### src/hw/cart_settings.svh
`ifndef CART_SETTINGS_SVH
`define CART_SETTINGS_SVH

// ------------------------------
// bus and address widths
`define CART_ADDR_W     16      // cpu side, one word
`define MEM_ADDR_W      24      // memory word address
`define DL_ADDR_W       25      // download byte address
`define BANK_W          9       // mem address bits 20:12
`define ROM_BANK_W      7
`define RAM_BANK_W      2

// ------------------------------
// cartridge header, as download byte addresses of the 16 bit words
`define HDR_TYPE_ADDR   25'h146 // type byte in the high lane
`define HDR_SIZE_ADDR   25'h148 // rom size low lane, ram size high lane

`define RAM_ENABLE_KEY  4'hA    // low nibble written to 0000-1fff

// mapper family codes
`define FAM_NONE        2'd0    // 32k linear
`define FAM_MBC1        2'd1
`define FAM_MBC3        2'd2
`define FAM_MBC5        2'd3

`endif
### src/hw/cart_pkg.sv
`include "cart_settings.svh"

package cart_pkg;

	// one byte written by the cpu into a mapper register
	typedef union packed {
		struct packed {
			logic       spare;    // bit 7, ignored
			logic [1:0] bank_hi;  // upper bank bits, mbc3 and mbc5 only
			logic [4:0] bank_lo;  // mbc1 bank field
		} rom;
		struct packed {
			logic [3:0] high;
			logic       rtc_select; // mbc3 clock register select
			logic       spare;
			logic [1:0] ram_bank;
		} ram;
	} ctrl_byte_u;

	// rom size byte to bank mask, gives mirroring on small images
	function automatic logic [`ROM_BANK_W-1:0] rom_mask_of(input logic [7:0] size);
		case (size)
			8'h00: return 7'h01; // 32k, 2 banks
			8'h01: return 7'h03;
			8'h02: return 7'h07;
			8'h03: return 7'h0F;
			8'h04: return 7'h1F;
			8'h05: return 7'h3F;
			8'h06: return 7'h7F; // 2M
			8'h52: return 7'h47; // 72 banks
			8'h53: return 7'h4F; // 80 banks
			default: return 7'h5F; // 96 banks
		endcase
	endfunction

	function automatic logic [`RAM_BANK_W-1:0] ram_mask_of(input logic [7:0] size);
		return (size == 8'h01 || size == 8'h02) ? 2'b00 : 2'b11; // single 2k/8k bank
	endfunction

	function automatic logic [1:0] family_of(input logic [7:0] cart_type);
		if (cart_type inside {[8'h01:8'h03]}) return `FAM_MBC1;
		if (cart_type inside {[8'h0F:8'h13]}) return `FAM_MBC3;
		if (cart_type inside {[8'h19:8'h1E]}) return `FAM_MBC5;
		return `FAM_NONE; // rom only, or a mapper not handled here
	endfunction

endpackage

### src/hw/cart_mapper.sv
`include "cart_settings.svh"

module cart_mapper (
	input  logic                    clk_sys,
	input  logic                    reset,
	// download
	input  logic                    dl_active,
	input  logic                    dl_wr,
	input  logic [`DL_ADDR_W-1:0]   dl_addr,
	input  logic [15:0]             dl_data,
	output logic                    dl_wait,
	// cpu
	input  logic                    cpu_stb,
	input  logic                    cpu_we,
	input  logic [`CART_ADDR_W-1:0] cpu_addr,
	input  logic [7:0]              cpu_wdata,
	output logic [7:0]              cpu_rdata,
	output logic                    cpu_ack,
	// wishbone master
	output logic                    wb_cyc,
	output logic                    wb_stb,
	output logic                    wb_we,
	output logic [`MEM_ADDR_W-1:0]  wb_adr,
	output logic [1:0]              wb_sel,
	output logic [15:0]             wb_dat_o,
	input  logic [15:0]             wb_dat_i,
	input  logic                    wb_ack
);

	logic [1:0]             family;
	logic [`ROM_BANK_W-1:0] rom_mask, rom_bank;
	logic [`RAM_BANK_W-1:0] ram_mask, ram_bank;
	logic                   rtc_mode, ram_enable, reg_wr;
	logic [`MEM_ADDR_W-1:0] mem_adr;
	logic [1:0]             mem_sel;
	logic                   is_ram_area, ram_access_ok;
	logic [7:0]             rd_byte;

	cart_header u_header (.*);  // header snoop, masks, family
	mbc_regs    u_regs   (.*);  // bank registers
	bank_map    u_map    (.*);  // cpu address to memory word
	cart_ctrl   u_ctrl   (.*);  // arbitration and bus sequencing

endmodule

### src/hw/cart_ctrl.sv
`include "cart_settings.svh"

module cart_ctrl (
	input  logic                    clk_sys,
	input  logic                    reset,
	input  logic                    dl_active,
	input  logic                    dl_wr,
	input  logic [`DL_ADDR_W-1:0]   dl_addr,
	input  logic [15:0]             dl_data,
	input  logic                    cpu_stb,
	input  logic                    cpu_we,
	input  logic [`CART_ADDR_W-1:0] cpu_addr,
	input  logic [7:0]              cpu_wdata,
	input  logic [`MEM_ADDR_W-1:0]  mem_adr,
	input  logic [1:0]              mem_sel,
	input  logic                    is_ram_area,
	input  logic                    ram_access_ok,
	input  logic [7:0]              rd_byte,
	input  logic [15:0]             wb_dat_i,
	input  logic                    wb_ack,
	output logic                    dl_wait,
	output logic                    cpu_ack,
	output logic [7:0]              cpu_rdata,
	output logic                    reg_wr,
	output logic                    wb_cyc,
	output logic                    wb_stb,
	output logic                    wb_we,
	output logic [`MEM_ADDR_W-1:0]  wb_adr,
	output logic [1:0]              wb_sel,
	output logic [15:0]             wb_dat_o
);

	localparam logic [1:0] ST_IDLE = 2'd0;
	localparam logic [1:0] ST_BUS  = 2'd1; // one wishbone cycle outstanding
	localparam logic [1:0] ST_ACK  = 2'd2; // cpu_ack high

	logic [1:0]            state;
	logic                  cart_ready; // first image word landed
	logic                  dl_pend;    // word latched, bus not started yet
	logic                  bus_dl;     // bus cycle belongs to the download
	logic [`DL_ADDR_W-1:0] dl_addr_q;
	logic [15:0]           dl_data_q;
	cart_pkg::ctrl_byte_u  wr_byte;
	logic                  cpu_go, need_bus, start_dl, start_cpu, imm_ack, bus_done;

	assign wr_byte  = cpu_wdata;
	assign cpu_go   = (state == ST_IDLE) && !dl_pend && !dl_active && cpu_stb;
	// reads of rom, or enabled ram, go to memory; the rest is answered here
	assign need_bus = cart_ready && (is_ram_area ? ram_access_ok : !cpu_we);
	assign start_dl  = (state == ST_IDLE) && dl_pend; // download wins
	assign start_cpu = cpu_go && need_bus;
	assign imm_ack   = cpu_go && !need_bus;
	assign bus_done  = (state == ST_BUS) && wb_ack;
	assign reg_wr    = cpu_go && cpu_we && !cpu_addr[15];

	// ------------------------------
	// control state
	always_ff @(posedge clk_sys) begin
		if (reset) begin
			state      <= ST_IDLE;
			cart_ready <= 1'b0;
			dl_pend    <= 1'b0;
			dl_wait    <= 1'b0;
			bus_dl     <= 1'b0;
			cpu_ack    <= 1'b0;
			wb_cyc     <= 1'b0;
			wb_stb     <= 1'b0;
		end else begin
			cpu_ack <= 1'b0; // pulse
			if (dl_wr) begin
				dl_pend <= 1'b1;
				dl_wait <= 1'b1; // held until the word is acked
			end
			case (state)
				ST_IDLE: begin
					if (start_dl || start_cpu) begin
						dl_pend <= 1'b0;
						bus_dl  <= start_dl;
						wb_cyc  <= 1'b1;
						wb_stb  <= 1'b1;
						state   <= ST_BUS;
					end else if (imm_ack) begin
						cpu_ack <= 1'b1;
						state   <= ST_ACK;
					end
				end
				ST_BUS: if (wb_ack) begin
					wb_cyc <= 1'b0;
					wb_stb <= 1'b0;
					if (bus_dl) begin
						dl_wait    <= 1'b0;
						cart_ready <= 1'b1;
						state      <= ST_IDLE;
					end else begin
						cpu_ack <= 1'b1;
						state   <= ST_ACK;
					end
				end
				ST_ACK: state <= ST_IDLE; // cpu drops stb now
				default: state <= ST_IDLE;
			endcase
		end
	end

	// ------------------------------
	// bus payload and read data
	always_ff @(posedge clk_sys) begin
		if (dl_wr) begin
			dl_addr_q <= dl_addr;
			dl_data_q <= dl_data;
		end
		if (start_dl) begin
			wb_adr   <= dl_addr_q[`DL_ADDR_W-1:1];
			wb_sel   <= 2'b11;        // whole word
			wb_we    <= 1'b1;
			wb_dat_o <= dl_data_q;
		end else if (start_cpu) begin
			wb_adr   <= mem_adr;
			wb_sel   <= mem_sel;
			wb_we    <= cpu_we;
			wb_dat_o <= {wr_byte, wr_byte}; // byte in both lanes, sel picks
		end
		if (imm_ack)
			cpu_rdata <= cart_ready ? 8'hFF : 8'h00; // open bus vs no cart
		else if (bus_done && !bus_dl)
			cpu_rdata <= rd_byte;
	end

	a_stb_cyc: assert property (@(posedge clk_sys) disable iff (reset)
		wb_stb |-> wb_cyc);
	a_ack_pulse: assert property (@(posedge clk_sys) disable iff (reset)
		cpu_ack |=> !cpu_ack);
	a_dl_hold: assert property (@(posedge clk_sys) disable iff (reset)
		dl_wr |-> !dl_wait);
	// lane picked by the mapper agrees with the latched byte select
	a_rd_lane: assert property (@(posedge clk_sys) disable iff (reset)
		(bus_done && !bus_dl && !wb_we)
			|-> rd_byte == (wb_sel[1] ? wb_dat_i[15:8] : wb_dat_i[7:0]));

endmodule

### src/hw/bank_map.sv
`include "cart_settings.svh"

module bank_map (
	input  logic [`CART_ADDR_W-1:0] cpu_addr,
	input  logic [1:0]              family,
	input  logic [`ROM_BANK_W-1:0]  rom_mask,
	input  logic [`RAM_BANK_W-1:0]  ram_mask,
	input  logic [`ROM_BANK_W-1:0]  rom_bank,
	input  logic [`RAM_BANK_W-1:0]  ram_bank,
	input  logic                    rtc_mode,
	input  logic                    ram_enable,
	input  logic [15:0]             wb_dat_i,
	output logic [`MEM_ADDR_W-1:0]  mem_adr,
	output logic [1:0]              mem_sel,
	output logic                    is_ram_area,
	output logic                    ram_access_ok,
	output logic [7:0]              rd_byte
);

	localparam int PAD_W = `MEM_ADDR_W - `BANK_W - 12; // unused top of the word address

	logic [`ROM_BANK_W-1:0] rom_masked;
	logic [`RAM_BANK_W-1:0] ram_masked;
	logic [`BANK_W-1:0]     bank;

	// mirror banks that lie past the end of the image
	assign rom_masked = rom_bank & rom_mask;
	assign ram_masked = ram_bank & ram_mask;

	// ------------------------------
	// bank number, 8k granules
	always_comb begin
		if (family == `FAM_NONE) begin
			bank = {{(`BANK_W-2){1'b0}}, cpu_addr[14:13]}; // plain 32k rom
		end else begin
			case (cpu_addr[15:13])
				3'b000, 3'b001: bank = {{(`BANK_W-1){1'b0}}, cpu_addr[13]};  // fixed bank 0
				3'b010, 3'b011: bank = {1'b0, rom_masked, cpu_addr[13]};    // switchable 16k
				3'b101: bank = {1'b1, {(`BANK_W-1-`RAM_BANK_W){1'b0}}, ram_masked}; // ram at 256
				default: bank = '0;
			endcase
		end
	end

	assign mem_adr = {{PAD_W{1'b0}}, bank, cpu_addr[12:1]};
	assign mem_sel = {cpu_addr[0], ~cpu_addr[0]};   // odd byte on the high lane

	assign is_ram_area   = (cpu_addr[15:13] == 3'b101);
	assign ram_access_ok = is_ram_area && ram_enable && !rtc_mode
		&& (family != `FAM_NONE); // rom-only carts have no ram here

	assign rd_byte = cpu_addr[0] ? wb_dat_i[15:8] : wb_dat_i[7:0];

endmodule

### src/hw/mbc_regs.sv
`include "cart_settings.svh"

module mbc_regs (
	input  logic                    clk_sys,
	input  logic                    reset,
	input  logic                    dl_active,
	input  logic                    reg_wr,
	input  logic [`CART_ADDR_W-1:0] cpu_addr,
	input  logic [7:0]              cpu_wdata,
	input  logic [1:0]              family,
	output logic [`ROM_BANK_W-1:0]  rom_bank,
	output logic [`RAM_BANK_W-1:0]  ram_bank,
	output logic                    rtc_mode,
	output logic                    ram_enable
);

	cart_pkg::ctrl_byte_u wbyte;
	logic [2:0]             region;   // 8k window of the write
	logic [4:0]             mbc1_lo;  // mbc1 5 bit rom bank
	logic [`RAM_BANK_W-1:0] mbc1_ram; // ram bank or rom bits 6:5
	logic                   mbc1_mode;
	logic [`ROM_BANK_W-1:0] mbc3_rom;
	logic [`RAM_BANK_W-1:0] mbc3_ram;
	logic                   mbc3_rtc;
	logic [`ROM_BANK_W-1:0] mbc5_rom;
	logic [`RAM_BANK_W-1:0] mbc5_ram;

	assign wbyte  = cpu_wdata;
	assign region = cpu_addr[15:13];

	// ------------------------------
	// register writes, cleared for the whole download
	always_ff @(posedge clk_sys) begin
		if (reset || dl_active) begin
			ram_enable <= 1'b0;
			mbc1_lo    <= 5'd1;
			mbc1_ram   <= '0;
			mbc1_mode  <= 1'b0;
			mbc3_rom   <= 7'd1;
			mbc3_ram   <= '0;
			mbc3_rtc   <= 1'b0;
			mbc5_rom   <= 7'd1;
			mbc5_ram   <= '0;
		end else if (reg_wr) begin
			case (region)
				3'b000: ram_enable <= (cpu_wdata[3:0] == `RAM_ENABLE_KEY); // any other value locks
				3'b001: begin
					if (family == `FAM_MBC1) // bank 0 not selectable
						mbc1_lo <= (wbyte.rom.bank_lo == 5'd0) ? 5'd1 : wbyte.rom.bank_lo;
					if (family == `FAM_MBC3)
						mbc3_rom <= (wbyte.rom.bank_lo == 5'd0) ? 7'd1
							: {wbyte.rom.bank_hi, wbyte.rom.bank_lo};
					if (family == `FAM_MBC5)
						mbc5_rom <= {wbyte.rom.bank_hi, wbyte.rom.bank_lo}; // 0 allowed
				end
				3'b010: begin
					if (family == `FAM_MBC1)
						mbc1_ram <= wbyte.ram.ram_bank;
					if (family == `FAM_MBC3) begin
						mbc3_rtc <= wbyte.ram.rtc_select; // clock regs replace ram
						if (!wbyte.ram.rtc_select)
							mbc3_ram <= wbyte.ram.ram_bank;
					end
					if (family == `FAM_MBC5)
						mbc5_ram <= wbyte.ram.ram_bank;
				end
				3'b011: if (family == `FAM_MBC1) mbc1_mode <= cpu_wdata[0];
				default: ;
			endcase
		end
	end

	// ------------------------------
	// active family drives the bank outputs
	always_comb begin
		rom_bank = 7'd1;
		ram_bank = '0;
		rtc_mode = 1'b0;
		case (family)
			`FAM_MBC1: begin
				if (mbc1_mode) begin // 4/32 mode, ram field banks ram
					rom_bank = {2'b00, mbc1_lo};
					ram_bank = mbc1_ram;
				end else begin       // 16/8 mode, ram field is rom a20:a19
					rom_bank = {mbc1_ram, mbc1_lo};
				end
			end
			`FAM_MBC3: begin
				rom_bank = mbc3_rom;
				ram_bank = mbc3_ram;
				rtc_mode = mbc3_rtc;
			end
			`FAM_MBC5: begin
				rom_bank = mbc5_rom;
				ram_bank = mbc5_ram;
			end
			default: ;
		endcase
	end

	// the controller only pulses reg_wr for the mapper window
	a_reg_window: assert property (@(posedge clk_sys) disable iff (reset)
		reg_wr |-> !cpu_addr[15]);

endmodule

### src/hw/cart_header.sv
`include "cart_settings.svh"

module cart_header (
	input  logic                   clk_sys,
	input  logic                   reset,
	input  logic                   dl_active,
	input  logic                   dl_wr,
	input  logic [`DL_ADDR_W-1:0]  dl_addr,
	input  logic [15:0]            dl_data,
	output logic [1:0]             family,
	output logic [`ROM_BANK_W-1:0] rom_mask,
	output logic [`RAM_BANK_W-1:0] ram_mask
);

	logic [7:0] type_byte; // header 0x147
	logic [7:0] rom_size;  // header 0x148
	logic [7:0] ram_size;  // header 0x149

	// ------------------------------
	// snoop the image as it streams past
	always_ff @(posedge clk_sys) begin
		if (reset) begin
			type_byte <= 8'h00;
			rom_size  <= 8'h00;
			ram_size  <= 8'h00;
		end else if (dl_active && dl_wr) begin
			if (dl_addr == `HDR_TYPE_ADDR)
				type_byte <= dl_data[15:8]; // odd byte, high lane
			if (dl_addr == `HDR_SIZE_ADDR) begin
				rom_size <= dl_data[7:0];
				ram_size <= dl_data[15:8];
			end
		end
	end

	// decoded view, one cycle behind the raw bytes
	always_ff @(posedge clk_sys) begin
		if (reset) begin
			family   <= `FAM_NONE;
			rom_mask <= cart_pkg::rom_mask_of(8'h00); // 2 banks
			ram_mask <= cart_pkg::ram_mask_of(8'h00);
		end else begin
			family   <= cart_pkg::family_of(type_byte);
			rom_mask <= cart_pkg::rom_mask_of(rom_size);
			ram_mask <= cart_pkg::ram_mask_of(ram_size);
		end
	end

endmodule

### config.mk
export PLATFORM = sky130hd
export DESIGN_NAME = cart_mapper
export DESIGN_NICKNAME = d
export VERILOG_FILES = /design/src/hw/cart_pkg.sv /design/src/hw/cart_mapper.sv /design/src/hw/cart_ctrl.sv /design/src/hw/bank_map.sv /design/src/hw/mbc_regs.sv /design/src/hw/cart_header.sv
export VERILOG_INCLUDE_DIRS = /design/src /design/src/hw
export SDC_FILE = /design/constraint.sdc
export NUM_CORES = 1
export LEC_CHECK = 0
export ABC_CLOCK_PERIOD_IN_PS = 3600
export BUFFER_PORTS_ARGS = -buffer_cell sky130_fd_sc_hd__buf_2
export CAP_MARGIN = 20
export CORE_UTILIZATION = 45
export DETAILED_ROUTE_END_ITERATION = 16
export GPL_ROUTABILITY_DRIVEN = 1
export PLACE_DENSITY = 0.68
export SETUP_SLACK_MARGIN = 0.1
export SKIP_LAST_GASP = 1
export SLEW_MARGIN = 30
export SYNTH_ARGS = -nofsm -noshare
export SYNTH_HDL_FRONTEND = slang
export SYNTH_SLANG_ARGS = --single-unit
### constraint.sdc
create_clock -name clk_sys -period 3.6 [get_ports clk_sys]
set_clock_uncertainty 0.1 [all_clocks]
set_input_delay 0.36 -clock clk_sys [delete_from_list [all_inputs] [get_ports clk_sys]]
set_output_delay 0.36 -clock clk_sys [all_outputs]
set_load 0.005 [all_outputs]
# Word level (Yosys, flattened, before mapping)
# Cells that the tools add are included.
# word_totals
regBits	163
input_bits	88
out_inout_bits	55
elab_cells	172
# op_classes
n_lt_le_gt_ge	6
n_eq_ne	24
mux	55
bitwise	4
n_reduce_logical	54
# op_table
op	count
case mux 7 bit (9 select lines)	1
equality test 25 x 9 -> 1 bit, second input constant	2
two-way mux 24 bit	2
two-way mux 16 bit	2
two-way mux 8 bit	4
case mux 9 bit (3 select lines)	1
AND reduction 3 bit	9
equality test 8 x 2 -> 1 bit, second input constant	3
equality test 8 x 3 -> 1 bit, second input constant	3
two-way mux 1 bit	24
two-way mux 2 bit	12
case mux 7 bit (3 select lines)	1
logical AND 1 bit	18
equality test 8 x 1 -> 1 bit, second input constant	2
equality test 8 x 7 -> 1 bit, second input constant	2
<= comparator 8 x 5 -> 1 bit, second input constant	2
two-way mux 7 bit	2
AND reduction 2 bit	5
two-way mux 9 bit	1
greater-or-equal comparator 8 x 1 -> 1 bit, second input constant	1
greater-or-equal comparator 8 x 4 -> 1 bit, second input constant	1
greater-or-equal comparator 8 x 5 -> 1 bit, second input constant	1
<= comparator 8 x 2 -> 1 bit, second input constant	1
logical NOT 8 bit	1
23 further kinds	42

# Longest topological paths before layout
# depth
ltp_word	12
ltp_mapped	6
depth_no_buf	4

# Hierarchy
# Synthesis repeated with hierarchy kept, for this count alone.
# hier_totals
hier_cells	660
area_unflattened_um2	7058.0
# by_module_without_submodules
module	n_inst	cells_each	area_per_inst_um2	seq_area_each_um2
cart_ctrl	1	275	3799.9	2862.7
cart_header	1	172	1510.2	660.6
mbc_regs	1	167	1396.3	560.5
bank_map	1	46	351.6	0.0

# Worst setup path after synthesis
# No wires, ideal clock.
# synth_timing
path_type	reg2reg
startpoint	reg u_header.family[1]
endpoint	reg u_ctrl.wb_adr[0], enable pin
setup_time_ns	0.398
t_arrival_ns	2.180
t_required_ns	3.102
slack_ns	0.922
stages_incl_launch_ff	6
path_buffers	1
synth_period_minus_slack_ns	2.678
cell_sequence	dfxtp_1 > nor2b_1 > buf_6 > a2111o_1 > a21o_1 > nand2_1
# synth_between
elab_chain_len	9
elab_cells_between_ends	10
cone_classes	eq/ne (1); mux (2); reduce/logical (7)
# synth_rtl
item	line	source
start: declaration	cart_header.sv:10	output logic [1:0] family,
start signal: assignment	cart_header.sv:39	family <= `FAM_NONE;
start signal: assignment	cart_header.sv:43	family <= cart_pkg::family_of(type_byte);
equality test 2 bit	mbc_regs.sv:79	case (family)
two-way mux 1 bit	mbc_regs.sv:79	
logical NOT 1 bit	bank_map.sv:49	assign ram_access_ok = is_ram_area && ram_enable && !rtc_mode
logical AND 1 bit	bank_map.sv:49	
logical AND 1 bit (*)	bank_map.sv:49	
two-way mux 1 bit (*)	cart_ctrl.sv:49	assign need_bus = cart_ready && (is_ram_area ? ram_access_ok : !cpu_we);
logical AND 1 bit (*)	cart_ctrl.sv:49	
logical AND 1 bit (*)	cart_ctrl.sv:51	assign start_cpu = cpu_go && need_bus;
nonzero test 2 bit (no line) (*)	-	
end signal: assignment	cart_ctrl.sv:113	wb_adr <= dl_addr_q[`DL_ADDR_W-1:1];
end signal: assignment	cart_ctrl.sv:118	wb_adr <= mem_adr;
end: declaration	cart_ctrl.sv:28	output logic [`MEM_ADDR_W-1:0] wb_adr,
# Mark *: on every way between the ends. The rest lies on a longest branch, timed or not.
# A chain may end at the register's enable or synchronous reset.

# Worst setup path after layout
# layout_timing
startpoint	reg u_header.family[0]
endpoint	reg u_ctrl.wb_dat_o[8], enable pin
# layout_between
elab_chain_len	9
elab_cells_between_ends	10
cone_classes	eq/ne (1); mux (2); reduce/logical (7)
# layout_rtl
item	line	source
equality test 2 bit	mbc_regs.sv:79	
two-way mux 1 bit	mbc_regs.sv:79	
logical NOT 1 bit	bank_map.sv:49	
logical AND 1 bit	bank_map.sv:49	
logical AND 1 bit (*)	bank_map.sv:49	
two-way mux 1 bit (*)	cart_ctrl.sv:49	
logical AND 1 bit (*)	cart_ctrl.sv:49	
logical AND 1 bit (*)	cart_ctrl.sv:51	
nonzero test 2 bit (no line) (*)	-	
end signal: assignment	cart_ctrl.sv:116	wb_dat_o <= dl_data_q;
end signal: assignment	cart_ctrl.sv:121	wb_dat_o <= {wr_byte, wr_byte};
end: declaration	cart_ctrl.sv:30	output logic [15:0] wb_dat_o
# Marks and branches as above.

==> flow_summary.yaml <==
outcome:
  status: "complete, no violations"
power_and_ir_drop:
  leakage_uw: 0.00332
  power_density_mw_per_mm2: 520
  power.total_uw: 4230
  max-vdd-ir-drop_mv: 0.420
die:
  core_sq_mm: 0.0145
  fp.dieW_um: 124
  rows: 44
  die_h_um: 124
  dieArea_sq_mm: 0.0154
  num_io_pins: 143
  initial_core_util: 0.460
critical_path:
  r2r_cells: 5
  endpoint: "u_ctrl.wb_dat_o[8]$_DFFE_PP_"
  cp_top_family: "compound AO/OA/AOI/OAI gates"
  crit_buf_inv: 1
  path_depth: 5
  path_cells: "nor2b_1 -> a2111o_1 -> a21o_1 -> nand2_2 -> buf_4"
  reg2reg_slack_ns: 0.83
  r2r_end: "u_ctrl.wb_dat_o[8]$_DFFE_PP_"
  cpMaxStageDelayCell: "dfxtp_1"
  r2r-start: "u_header.family[0]$_SDFF_PP0_"
  required_ns: 3.56
  cp_max_fo: 40
  crit_path_end_kind: "register"
  path_class: "register to register"
  crit_start: "u_header.family[0]$_SDFF_PP0_"
  startpoint_type: "register"
  arrival_ns: 2.72
  crit_path_max_incr_delay_ns: 0.65
clocking:
  cts_root_buf: "clkbuf_16"
  htreeDepth: 4
  post_cts_buffers: 0
  path_clk_slew_ns: 0.06
  cts_tree: "built"
  clockBufferDepth: 2
  clk_latency_ns: 0.42
  cts_buffers: 17
  cts_resized: 0
  ctsHoldBuffers: 0
  numClockSinks: 160
synth:
  synth_top_area_cell: "edfxtp_1"
  synth_top_area_frac: 0.395
  synth.distinct_cells: 52
  synth.ff_latch_count: 160
  syn_avg_cell_area_sq_um: 11.5
  async_flop_share: 0
  yosysMostFrequentCell: "nand2_1"
  synth_area_leaders: "edfxtp_1 40%, dfxtp_1 22%, mux2i_1 6.4%, nand2_1 6.0%, nand2b_1 3.3%"
  synthTopCellsByCount: "106 x nand2_1, 88 x edfxtp_1, 72 x dfxtp_1"
  ys_seq_area_frac: 0.611
  synth_cells: 581
  synth_fp_nets: 669
  synth-edff-count: 88
  yosys_warnings: 0
  syn_area_sq_mm: 0.00669
  synth_flop_cell: "edfxtp_1"
timing:
  timing.hold.ws_ns: 0.0291
  slew_viol_final: 0
  hold_violations: 0
  finalCriticalPeriod_ns: 2.77
  slew_headroom: 0.478
  max_freq_mhz: 361
  min_period_over_period: 0.769
  fin_tns_setup_ns: 0
  setup_violations: 0
  worst_slew_pin_slew_ns: 0.782
  rsz0062_at_grt: "no"
placement:
  dp_hpwl_um: 11200
  gp_congestion: 0.908
  port_buffers: 142
  place_area_sq_mm: 0.00755
  dp.cells: 884
final_layout:
  diodes: 0
  nets: 807
  final-instance-count-excl-fill: 916
  drive_above_1_share: 0.280
  area_growth_pct: 21.7
  stdcell_area_sq_mm: 0.00813
grt:
  antenna_found_initial: 0
  grt_max_degree: 51
  grt_pass1_vias: 4699
  grt_pass1_wl_um: 24000
  grt_use_total: 0.211
  grt-ovfl-total: 0
detailed_routing:
  wl_um: 15600
  wire_per_inst_um: 17.0
  dr.pass1.iters: 6
  drt_iter0_markers: 376
  drc: 0
  via_per_inst: 5.45
  detail-route-antenna-nets: 0
  num_vias: 4993
job:
  cap_violations: 0
hold_path:
  hp-class: "input port to register"
[placed cells by master, fill, tap and decap left out, types with 11 or more instances in the layout]
master,n
buf_2,142
nand2_1,105
edfxtp_1,88
dfxtp_1,72
mux2i_1,43
nand2b_1,35
nor2_1,33
a21oi_1,29
clkbuf_16,17
nand4_1,16
nand3_1,11
[sequential cells by signal, indices dropped and copies added, names as in the netlist, 2 cells and up]
register,count
u_ctrl.dl_addr_q,24
u_ctrl.wb_adr,24
u_ctrl.dl_data_q,16
u_ctrl.wb_dat_o,16
u_ctrl.cpu_rdata,8
u_header.ram_size,8
u_header.rom_size,8
u_header.type_byte,8
u_regs.mbc3_rom,7
u_regs.mbc5_rom,7
u_header.rom_mask,6
u_regs.mbc1_lo,5
u_ctrl.state,2
u_ctrl.wb_sel,2
u_header.family,2
u_regs.mbc1_ram,2
u_regs.mbc3_ram,2
u_regs.mbc5_ram,2
[through the flow]
step,setup slack (ns),utilization
CTS,0.847,0.559
detailed placement,0.871,0.520
finish,0.831,0.560
global route,0.553,0.560
floorplan,0.922,-
global placement,0.944,0.520
[final cells by class]
class	instances	area (sq um)
inverters	6	22.5
clock inverters	15	150
fillers	1286	6400
multi-input cells	387	2470
flip-flops and latches	160	4080
well taps	184	230
clock buffers	17	425
repair buffers	147	748
[logic make-up after synthesis]
logic type	Yosys count	share of synthesized area
compound gates	83	0.0827
xor+xnor	3	0.00393
flops	160	0.611
mux	52	0.0795
buf+inv	34	0.0215
simple gates	249	0.202
[worst register-to-register path, stage by stage (launching register included)]
cell	delay, ns
dfxtp_1	0.65
nor2b_1	0.26
a2111o_1	0.56
a21o_1	0.26
nand2_2	0.08
buf_4	0.47
[power by group]
part	leakage, uW	total [uW]	internal [uW]	switching [uW]
Sequential	0.00142	2100	2060	39.8
Clock	0.000277	1730	972	761
Combinational	0.00162	392	152	240
[metal layers]
layer	vias to the layer above	routed length [um]	global-route usage	share of wire
li1	2413	-	-	-
met1	2390	6610	0.266	0.42
met2	167	7770	0.349	0.50
met3	23	937	0.0508	0.060
met4	0	273	0.0804	0.018
met5	-	0	0	0
[worst min-delay path by stage]
stage,start,to,cells after the start
2_1_floorplan,u_header.ram_size[2]$_SDFFE_PP0P_,u_header.ram_mask[0]$_SDFF_PP1_,1
3_3_place_gp,u_regs.mbc3_rom[2]$_SDFFE_PP0P_,u_regs.mbc3_rom[2]$_SDFFE_PP0P_,2
3_5_place_dp,u_header.ram_size[2]$_SDFFE_PP0P_,u_header.ram_mask[0]$_SDFF_PP1_,1
4_1_cts,dl_addr[10],u_ctrl.dl_addr_q[10]$_DFFE_PP_,1
5_1_grt,dl_addr[10],u_ctrl.dl_addr_q[10]$_DFFE_PP_,1
6_report,dl_addr[10],u_ctrl.dl_addr_q[10]$_DFFE_PP_,1
Note: power is estimated with default switching activity, not from simulation.
